==> src/verilog/flow_pkg.sv <==
// Sized for a 10-bit PC core with 8-bit config addresses and 16-bit config words only
package flow_pkg;

    // ------------------------------------------------------------
    // Basic datapath types
    // ------------------------------------------------------------

    typedef logic [9:0]  pc_t;
    typedef logic [15:0] word_t;
    typedef logic [7:0]  addr_t;

    // Flag tests selectable by a branch condition word
    typedef enum logic [2:0] {
        cond_always       = 3'd0,
        cond_negative     = 3'd1,
        cond_not_negative = 3'd2,
        cond_carryout     = 3'd3,
        cond_a_external   = 3'd4,
        cond_lessthan     = 3'd5,
        cond_not_lessthan = 3'd6,
        cond_b_external   = 3'd7
    } cond_t;

    // ------------------------------------------------------------
    // Configuration word layouts
    // ------------------------------------------------------------

    // Condition entry with the annul bit and flag test in the low nibble
    typedef struct packed {
        logic [11:0] spare;
        logic        annul;
        cond_t       cond;
    } cond_word_t;

    // Origin and destination entries carry a PC in the low bits
    typedef struct packed {
        logic [5:0] spare;
        pc_t        pc;
    } pc_word_t;

    // One written word, decoded either as a PC or as a condition
    typedef union packed {
        pc_word_t   as_pc;
        cond_word_t as_cond;
    } config_word_u;

    // ------------------------------------------------------------
    // Fixed constants
    // ------------------------------------------------------------

    // Origin at offset 0, destination at 1, condition at 2
    localparam int BRANCH_CONFIG_ENTRIES = 3;

    // Ready steps from issuing a PC to its instruction being tested
    localparam int FETCH_PIPE_DEPTH = 2;

endpackage

==> src/verilog/flow_flags_if.sv <==
// Flags must belong to the instruction at pc_current in the same cycle
`timescale 1ns/1ps

interface flow_flags_if;

    // ALU A side results and external condition
    logic a_negative;
    logic a_carryout;
    logic a_external;

    // ALU B side results and external condition
    logic b_lessthan;
    logic b_external;

    modport source (
        output a_negative, a_carryout, a_external,
        output b_lessthan, b_external
    );

    modport sink (
        input a_negative, a_carryout, a_external,
        input b_lessthan, b_external
    );

endinterface

==> src/verilog/branch_arbiter.sv <==
// Lowest index wins; outputs are registered so they lag the firing step by one ior step
`timescale 1ns/1ps

module branch_arbiter
    import flow_pkg::*;
#(
    parameter int BRANCH_COUNT = 4
)
(
    input  logic                    clock,
    input  logic                    rst_n,
    input  logic                    ior,
    input  logic [BRANCH_COUNT-1:0] jumps,
    input  logic [BRANCH_COUNT-1:0] cancels,
    input  pc_t                     destinations [BRANCH_COUNT],
    output logic                    jump,
    output logic                    cancel,
    output pc_t                     jump_destination
);

    logic sel_jump;
    logic sel_cancel;
    pc_t  sel_dest;

    // Scan from the top down so bit 0 is applied last and wins
    always_comb begin
        sel_jump   = 1'b0;
        sel_cancel = 1'b0;
        sel_dest   = '0;
        for (int i = BRANCH_COUNT - 1; i >= 0; i--) begin
            if (jumps[i]) begin
                sel_jump   = 1'b1;
                sel_cancel = cancels[i];
                sel_dest   = destinations[i];
            end
        end
    end

    always_ff @(posedge clock or negedge rst_n) begin
        if (!rst_n) begin
            jump             <= 1'b0;
            cancel           <= 1'b0;
            jump_destination <= '0;
        end else if (ior) begin
            jump             <= sel_jump;
            cancel           <= sel_cancel;
            jump_destination <= sel_dest;
        end
    end

endmodule

==> src/verilog/branch_bank.sv <==
// Branch configs sit back to back from CONFIG_ADDR_BASE; the last address must fit in 8 bits
`timescale 1ns/1ps

module branch_bank
    import flow_pkg::*;
#(
    parameter int BRANCH_COUNT     = 4,
    parameter int CONFIG_ADDR_BASE = 16
)
(
    input  logic                    clock,
    input  logic                    rst_n,
    input  logic                    ior,
    input  logic                    ior_previous,
    input  logic                    cancel_previous,
    input  pc_t                     pc_current,
    flow_flags_if.sink              flags,
    input  addr_t                   config_addr,
    input  word_t                   config_data,
    output logic [BRANCH_COUNT-1:0] jumps,
    output logic [BRANCH_COUNT-1:0] cancels,
    output pc_t                     destinations [BRANCH_COUNT]
);

    logic config_wren;

    // Writing instruction must have completed and not been annulled
    assign config_wren = ior_previous && !cancel_previous;

    // ------------------------------------------------------------
    // One unit per parallel branch, consecutive config blocks
    // ------------------------------------------------------------

    for (genvar i = 0; i < BRANCH_COUNT; i++) begin : g_branch
        branch_unit #(
            .CONFIG_BASE (CONFIG_ADDR_BASE + i * BRANCH_CONFIG_ENTRIES)
        ) u_branch (
            .clock       (clock),
            .rst_n       (rst_n),
            .ior         (ior),
            .config_wren (config_wren),
            .config_addr (config_addr),
            .config_data (config_data),
            .pc_current  (pc_current),
            .flags       (flags),
            .jump        (jumps[i]),
            .cancel      (cancels[i]),
            .destination (destinations[i])
        );
    end

endmodule

==> src/verilog/branch_unit.sv <==
// Config lives in flops at CONFIG_BASE..+2; unprogrammed origin 10'h3FF can still match
`timescale 1ns/1ps

module branch_unit
    import flow_pkg::*;
#(
    parameter int CONFIG_BASE = 0
)
(
    input  logic              clock,
    input  logic              rst_n,
    input  logic              ior,
    input  logic              config_wren,
    input  addr_t             config_addr,
    input  word_t             config_data,
    input  pc_t               pc_current,
    flow_flags_if.sink        flags,
    output logic              jump,
    output logic              cancel,
    output pc_t               destination
);

    localparam addr_t ORIGIN_ADDR = addr_t'(CONFIG_BASE);
    localparam addr_t DEST_ADDR   = addr_t'(CONFIG_BASE + 1);
    localparam addr_t COND_ADDR   = addr_t'(CONFIG_BASE + 2);

    config_word_u wr_word;
    pc_t          origin;
    logic         annul;
    cond_t        cond_sel;
    logic         flag_ok;

    assign wr_word = config_data;

    // ------------------------------------------------------------
    // Configuration registers
    // ------------------------------------------------------------

    always_ff @(posedge clock or negedge rst_n) begin
        if (!rst_n) begin
            origin      <= 10'h3FF;
            destination <= '0;
            annul       <= 1'b0;
            cond_sel    <= cond_always;
        end else if (config_wren) begin
            if (config_addr == ORIGIN_ADDR) begin
                origin <= wr_word.as_pc.pc;
            end
            if (config_addr == DEST_ADDR) begin
                destination <= wr_word.as_pc.pc;
            end
            if (config_addr == COND_ADDR) begin
                annul    <= wr_word.as_cond.annul;
                cond_sel <= wr_word.as_cond.cond;
            end
        end
    end

    // ------------------------------------------------------------
    // Flag test and origin match
    // ------------------------------------------------------------

    always_comb begin
        case (cond_sel)
            cond_always:       flag_ok = 1'b1;
            cond_negative:     flag_ok = flags.a_negative;
            cond_not_negative: flag_ok = !flags.a_negative;
            cond_carryout:     flag_ok = flags.a_carryout;
            cond_a_external:   flag_ok = flags.a_external;
            cond_lessthan:     flag_ok = flags.b_lessthan;
            cond_not_lessthan: flag_ok = !flags.b_lessthan;
            cond_b_external:   flag_ok = flags.b_external;
            default:           flag_ok = 1'b0;
        endcase
    end

    // Only an instruction that is actually leaving fetch can trigger
    assign jump   = ior && (pc_current == origin) && flag_ok;
    assign cancel = jump && annul;

endmodule

==> src/verilog/delay_line.sv <==
// DEPTH must be at least 1; the chain shifts only on ior steps
`timescale 1ns/1ps

module delay_line
    import flow_pkg::*;
#(
    parameter int  DEPTH       = 2,
    parameter pc_t RESET_VALUE = '0
)
(
    input  logic clock,
    input  logic rst_n,
    input  logic ior,
    input  pc_t  in,
    output pc_t  out
);

    pc_t stages [DEPTH];

    always_ff @(posedge clock or negedge rst_n) begin
        if (!rst_n) begin
            for (int i = 0; i < DEPTH; i++) begin
                stages[i] <= RESET_VALUE;
            end
        end else if (ior) begin
            stages[0] <= in;
            for (int i = 1; i < DEPTH; i++) begin
                stages[i] <= stages[i - 1];
            end
        end
    end

    assign out = stages[DEPTH - 1];

endmodule

==> src/verilog/flow_control.sv <==
// Single thread, flop-based config, no write retiming; flags must match the PC at pc_current
`timescale 1ns/1ps

module flow_control
    import flow_pkg::*;
#(
    parameter int  BRANCH_COUNT     = 4,
    parameter int  CONFIG_ADDR_BASE = 16,
    parameter pc_t PC_INIT          = '0
)
(
    input  logic  clock,
    input  logic  rst_n,
    input  logic  ior,
    input  logic  ior_previous,
    input  logic  cancel_previous,
    input  logic  a_negative,
    input  logic  a_carryout,
    input  logic  a_external,
    input  logic  b_lessthan,
    input  logic  b_external,
    input  addr_t config_addr,
    input  word_t config_data,
    output logic  cancel,
    output pc_t   pc
);

    pc_t                     pc_current;
    logic [BRANCH_COUNT-1:0] jumps;
    logic [BRANCH_COUNT-1:0] cancels;
    pc_t                     destinations [BRANCH_COUNT];
    logic                    jump;
    pc_t                     jump_destination;

    // ------------------------------------------------------------
    // Condition flags into the shared bundle
    // ------------------------------------------------------------

    flow_flags_if flags ();

    assign flags.a_negative = a_negative;
    assign flags.a_carryout = a_carryout;
    assign flags.a_external = a_external;
    assign flags.b_lessthan = b_lessthan;
    assign flags.b_external = b_external;

    // Realign the issued PC with the instruction now leaving fetch
    delay_line #(
        .DEPTH       (FETCH_PIPE_DEPTH),
        .RESET_VALUE (PC_INIT)
    ) u_delay (
        .clock (clock),
        .rst_n (rst_n),
        .ior   (ior),
        .in    (pc),
        .out   (pc_current)
    );

    // ------------------------------------------------------------
    // Branch evaluation, arbitration and PC issue
    // ------------------------------------------------------------

    branch_bank #(
        .BRANCH_COUNT     (BRANCH_COUNT),
        .CONFIG_ADDR_BASE (CONFIG_ADDR_BASE)
    ) u_bank (
        .clock           (clock),
        .rst_n           (rst_n),
        .ior             (ior),
        .ior_previous    (ior_previous),
        .cancel_previous (cancel_previous),
        .pc_current      (pc_current),
        .flags           (flags.sink),
        .config_addr     (config_addr),
        .config_data     (config_data),
        .jumps           (jumps),
        .cancels         (cancels),
        .destinations    (destinations)
    );

    branch_arbiter #(
        .BRANCH_COUNT (BRANCH_COUNT)
    ) u_arbiter (
        .clock            (clock),
        .rst_n            (rst_n),
        .ior              (ior),
        .jumps            (jumps),
        .cancels          (cancels),
        .destinations     (destinations),
        .jump             (jump),
        .cancel           (cancel),
        .jump_destination (jump_destination)
    );

    pc_controller #(
        .PC_INIT (PC_INIT)
    ) u_pc (
        .clock            (clock),
        .rst_n            (rst_n),
        .ior              (ior),
        .jump             (jump),
        .jump_destination (jump_destination),
        .pc               (pc)
    );

endmodule

==> src/verilog/pc_controller.sv <==
// Single thread only; the PC wraps at 10 bits and restarts at PC_INIT on reset
`timescale 1ns/1ps

module pc_controller
    import flow_pkg::*;
#(
    parameter pc_t PC_INIT = '0
)
(
    input  logic clock,
    input  logic rst_n,
    input  logic ior,
    input  logic jump,
    input  pc_t  jump_destination,
    output pc_t  pc
);

    pc_t pc_next;

    // Taken branch overrides the sequential address
    always_comb begin
        if (jump) begin
            pc_next = jump_destination;
        end else begin
            pc_next = pc + pc_t'(1);
        end
    end

    // Issue a new PC only on ready steps
    always_ff @(posedge clock or negedge rst_n) begin
        if (!rst_n) begin
            pc <= PC_INIT;
        end else if (ior) begin
            pc <= pc_next;
        end
    end

endmodule
==> config.mk <==
export PLATFORM = sky130hd
export DESIGN_NAME = flow_control
export DESIGN_NICKNAME = d
export VERILOG_FILES = /design/src/verilog/flow_pkg.sv /design/src/verilog/flow_flags_if.sv /design/src/verilog/branch_arbiter.sv /design/src/verilog/branch_bank.sv /design/src/verilog/branch_unit.sv /design/src/verilog/delay_line.sv /design/src/verilog/flow_control.sv /design/src/verilog/pc_controller.sv
export SDC_FILE = /design/constraint.sdc
export NUM_CORES = 1
export LEC_CHECK = 0
export BUFFER_PORTS_ARGS = -buffer_cell sky130_fd_sc_hd__buf_4
export CELL_PAD_IN_SITES_DETAIL_PLACEMENT = 0
export CELL_PAD_IN_SITES_GLOBAL_PLACEMENT = 1
export CORE_ASPECT_RATIO = 0.6
export CORE_MARGIN = 3
export CORE_UTILIZATION = 45
export DETAILED_ROUTE_END_ITERATION = 6
export PLACE_DENSITY = 0.79
export SYNTH_ARGS = -nofsm -noshare
export SYNTH_HDL_FRONTEND = slang
export SYNTH_HIERARCHICAL = 1
export SYNTH_SLANG_ARGS = --single-unit
==> constraint.sdc <==
create_clock -name clock -period 2.4 [get_ports clock]
set_clock_uncertainty 0.1 [all_clocks]
set_input_delay 0.48 -clock clock [delete_from_list [all_inputs] [get_ports clock]]
set_output_delay 0.48 -clock clock [all_outputs]
set_load 0.005 [all_outputs]
==> results.json <==
{
  "run_status": "finished, final reports clean",
  "crit_path_start": "u_delay/out[4]",
  "irDropWorstVdd_mv": 0.622,
  "ys_seq_area_share_pct": 49.9,
  "power_density_nw_per_um2": 774,
  "finalHoldViolCount": 0,
  "synth_most_common_cell": "dfrtp_1",
  "setup_viol": 0,
  "syn-num-nets": 576,
  "die_w_um": 167,
  "grt_pass1_wl_mm": 27.3,
  "fmax_ghz": 0.420,
  "worst_slack_ps": 21.1,
  "place_congestion": 0.796,
  "core.rowCount": 34,
  "m1WireLength_mm": 8.34,
  "area_growth_pct": 21.9,
  "fin_cells": 839,
  "start_kind": "flop",
  "multi_input_area_um2": 3380,
  "worst_pin_slew_ps": 563,
  "drv_cap": 0,
  "p_sw_uw": 1830,
  "cts_buffers": 17,
  "ctsRootBufferMaster": "clkbuf_16",
  "fin_tns_setup_ps": 0,
  "crit_fanout": 5,
  "core_area_um2": 14900,
  "clkTransAtPathRegs_ps": 60,
  "yosys-top-cells-count": "dfrtp_1 (98), mux2_2 (67), mux2_4 (50)",
  "routed-via-count": 4735,
  "finalCriticalPeriod_ps": 2380,
  "dpl.hpwl_mm": 11.6,
  "first_pass_iters": 5,
  "r2r_start": "u_delay/out[4]",
  "p_seq_share_pct": 42.7,
  "p_int_uw": 4800,
  "regArea_um2": 3510,
  "dieArea_um2": 17200,
  "wl_met2_mm": 7.92,
  "drive_gt1_share_pct": 51.7,
  "postSynthAreaPerCell_um2": 13.0,
  "critPathBufInv": 3,
  "worstSetupPathType": "reg2reg",
  "preCtsSetupSlack_ps": -347,
  "async_flop_share_pct": 100,
  "min_path_type": "in2reg",
  "reg2reg_depth": 10,
  "required_ps": 2630,
  "postRouteAntennaNets": 0,
  "synthFlopType": "dfrtp_1",
  "cp.arrival_ps": 2610,
  "nFillCells": 1208,
  "ioPinCount": 45,
  "wl_per_cell_um": 20.6,
  "worst_path_most_repeated_cell": "buf_6",
  "r2r_setup_slack_ps": 20,
  "antenna_found_initial": 0,
  "cts_num_sinks": 138,
  "drc_errors": 0,
  "dp_cells": 791,
  "fin_crit_sh_pct": 99.1,
  "synth.top_cell.area_share_pct": 34.9,
  "synth-edff-count": 0,
  "clkPwrFrac_pct": 39.2,
  "syn_inst": 541,
  "ys_seq_elements": 138,
  "rsz0062_at_grt": "true",
  "insertion_delay_ps": 410,
  "routed_wl_mm": 17.3,
  "portBuffers": 38,
  "gr-total-overflow": 0,
  "max_stage_delay_ps": 440,
  "grt_pass1_vias": 4776,
  "critPathCapture": "u_arbiter/jump_destination[8]",
  "htree_levels": 4,
  "slew_headroom_pct": 62.2,
  "crit_chain": "buf_6 > xor2_1 > nor4_2 > nand4_1 > buf_6 > nor3_4 > buf_4 > a21oi_2 > a221o_1 > a31oi_1",
  "cts_tree": "yes",
  "nets": 662,
  "rr_endpoint": "u_arbiter/jump_destination[8]",
  "yosys_warnings": 6,
  "viasPerCell": 5.64,
  "die_h_um": 103,
  "finalPower_uw": 6630,
  "slew_viol_final": 0,
  "cpMaxStageDelayCell": "dfrtp_2",
  "initial_core_util_pct": 47.2,
  "worst-path-stages": 10,
  "synth_largest_area_cell": "dfrtp_1",
  "crit_path_end_kind": "flop",
  "combPwrFrac_pct": 18.2,
  "grt_max_degree": 54,
  "whs_ps": 307,
  "netlist_area_um2": 7030,
  "critical_path.top_delay_family": "simple AND/OR/NAND/NOR gates",
  "highest_layer": "met4",
  "sw_frac_of_total_pct": 27.6,
  "grt_use_total_pct": 20.7,
  "synth_area_leaders": "dfrtp_1 (35%), dfstp_2 (15%), mux2_2 (11%)",
  "synth_cell_types": 64,
  "wl_met3_um": 895,
  "cts_buffer_depth": 2,
  "initialDrtViolationCount": 351,
  "leakagePower_uw": 0.00386
}
power by group through the flow:
stage,registers (uW),clock network [uW],logic [uW]
3_5_place_dp,2870,0,1100
5_1_grt,2860,2750,1310
4_1_cts,2830,2630,1160
6_report,2830,2600,1200
3_3_place_gp,2860,0,1070
2_1_floorplan,2730,0,787
per-stage QoR:
| stage | area (um2) | util [%] |
|---|---|---|
| 6_report | 8570 | 57.5 |
| 5_1_grt | 8560 | 57.5 |
| 2_1_floorplan | 7030 | - |
| 3_3_place_gp | 7710 | 51.8 |
| 4_1_cts | 8450 | 56.7 |
| 3_5_place_dp | 7710 | 51.8 |
worst min path at each step:
stage	startpoint	depth (start not counted)	endpoint
global placement	rst_n	1	u_delay/out[4]
finish	config_data[8]	2	u_bank/g_branch[1].u_branch/destination[8]
global route	config_data[8]	2	u_bank/g_branch[1].u_branch/destination[8]
floorplan	rst_n	0	u_arbiter/cancel
CTS	config_data[8]	2	u_bank/g_branch[1].u_branch/destination[8]
detailed placement	rst_n	1	u_delay/out[4]
layer usage:
metal	global-route usage (%)	vias up
met5	0	-
met4	5.22	0
met3	4.41	15
met2	31.4	86
met1	30.7	2457
li1	-	2177
cells in the final DEF, fill, tap and decap left out, types with 9 or more instances in the layout:
cell type | synthesis | routed
dfrtp_1 | 98 | 94
buf_4 | 13 | 82
mux2_2 | 67 | 67
mux2_4 | 50 | 50
dfstp_2 | 40 | 40
xor2_1 | 20 | 20
nand3b_1 | 19 | 19
xnor2_1 | 19 | 19
clkbuf_16 | 0 | 17
nand2_1 | 19 | 17
o21ai_0 | 16 | 16
a31oi_1 | 13 | 13
nor2_1 | 11 | 11
a21oi_1 | 20 | 11
nand3_1 | 11 | 11
buf_6 | 7 | 9
a21oi_2 | 0 | 9
registers in the layout, summed over array words and instances, names as in the netlist:
| register | cells |
|---|---|
| u_arbiter/jump_destination | 10 |
| u_arbiter/jump | 1 |
| u_bank/g_branch.u_branch/destination | 40 |
| u_arbiter/cancel | 1 |
| u_bank/g_branch.u_branch/annul | 4 |
| u_delay/out | 10 |
| u_bank/g_branch.u_branch/origin | 40 |
| u_bank/g_branch.u_branch/cond_sel | 12 |
| u_delay/stages | 10 |
| u_pc/pc | 10 |
layout make-up:
type	count	share of cell area [%]
inverter	8	0.351
clock buffer	19	5.17
antenna	1	0.0292
timing repair buffer	96	9.42
multi-input combinational	366	39.5
clock inverter	13	1.69
sequential	138	41.0
tap	198	2.89
kinds of logic (layout without fill, tap and decap cells):
family          after synthesis  after routing  share of synthesized area (%)
fa+ha+maj                     1              1                          0.178
flops                       138            138                           49.9
simple gates                134            134                           13.4
compound gates               73             73                           6.52
mux                         119            119                           21.7
xor+xnor                     39             39                           4.86
other cells                   0              1                              0
buf+inv                      37            136                           3.47
what timing repair did:
action,4_1_cts,5_1_grt
buffers inserted,9,5
endpoints found under the hold margin,24,0
hold buffers,1,0
gates resized for setup,16,23
gates cloned,2,0
setup endpoints to repair,12,12
pin swaps,8,11
worst reg2reg max path: cells and delay by family, from the launching register on:
| kind | cells | cell delay, ps |
|---|---|---|
| AOI/OAI and AO/OA | 3 | 540 |
| xor gates and xnor gates | 1 | 140 |
| and+or+nand+nor | 3 | 610 |
| DFF | 1 | 440 |
| buffers and inverters | 3 | 480 |
Note: power is estimated with default switching activity, not from simulation.
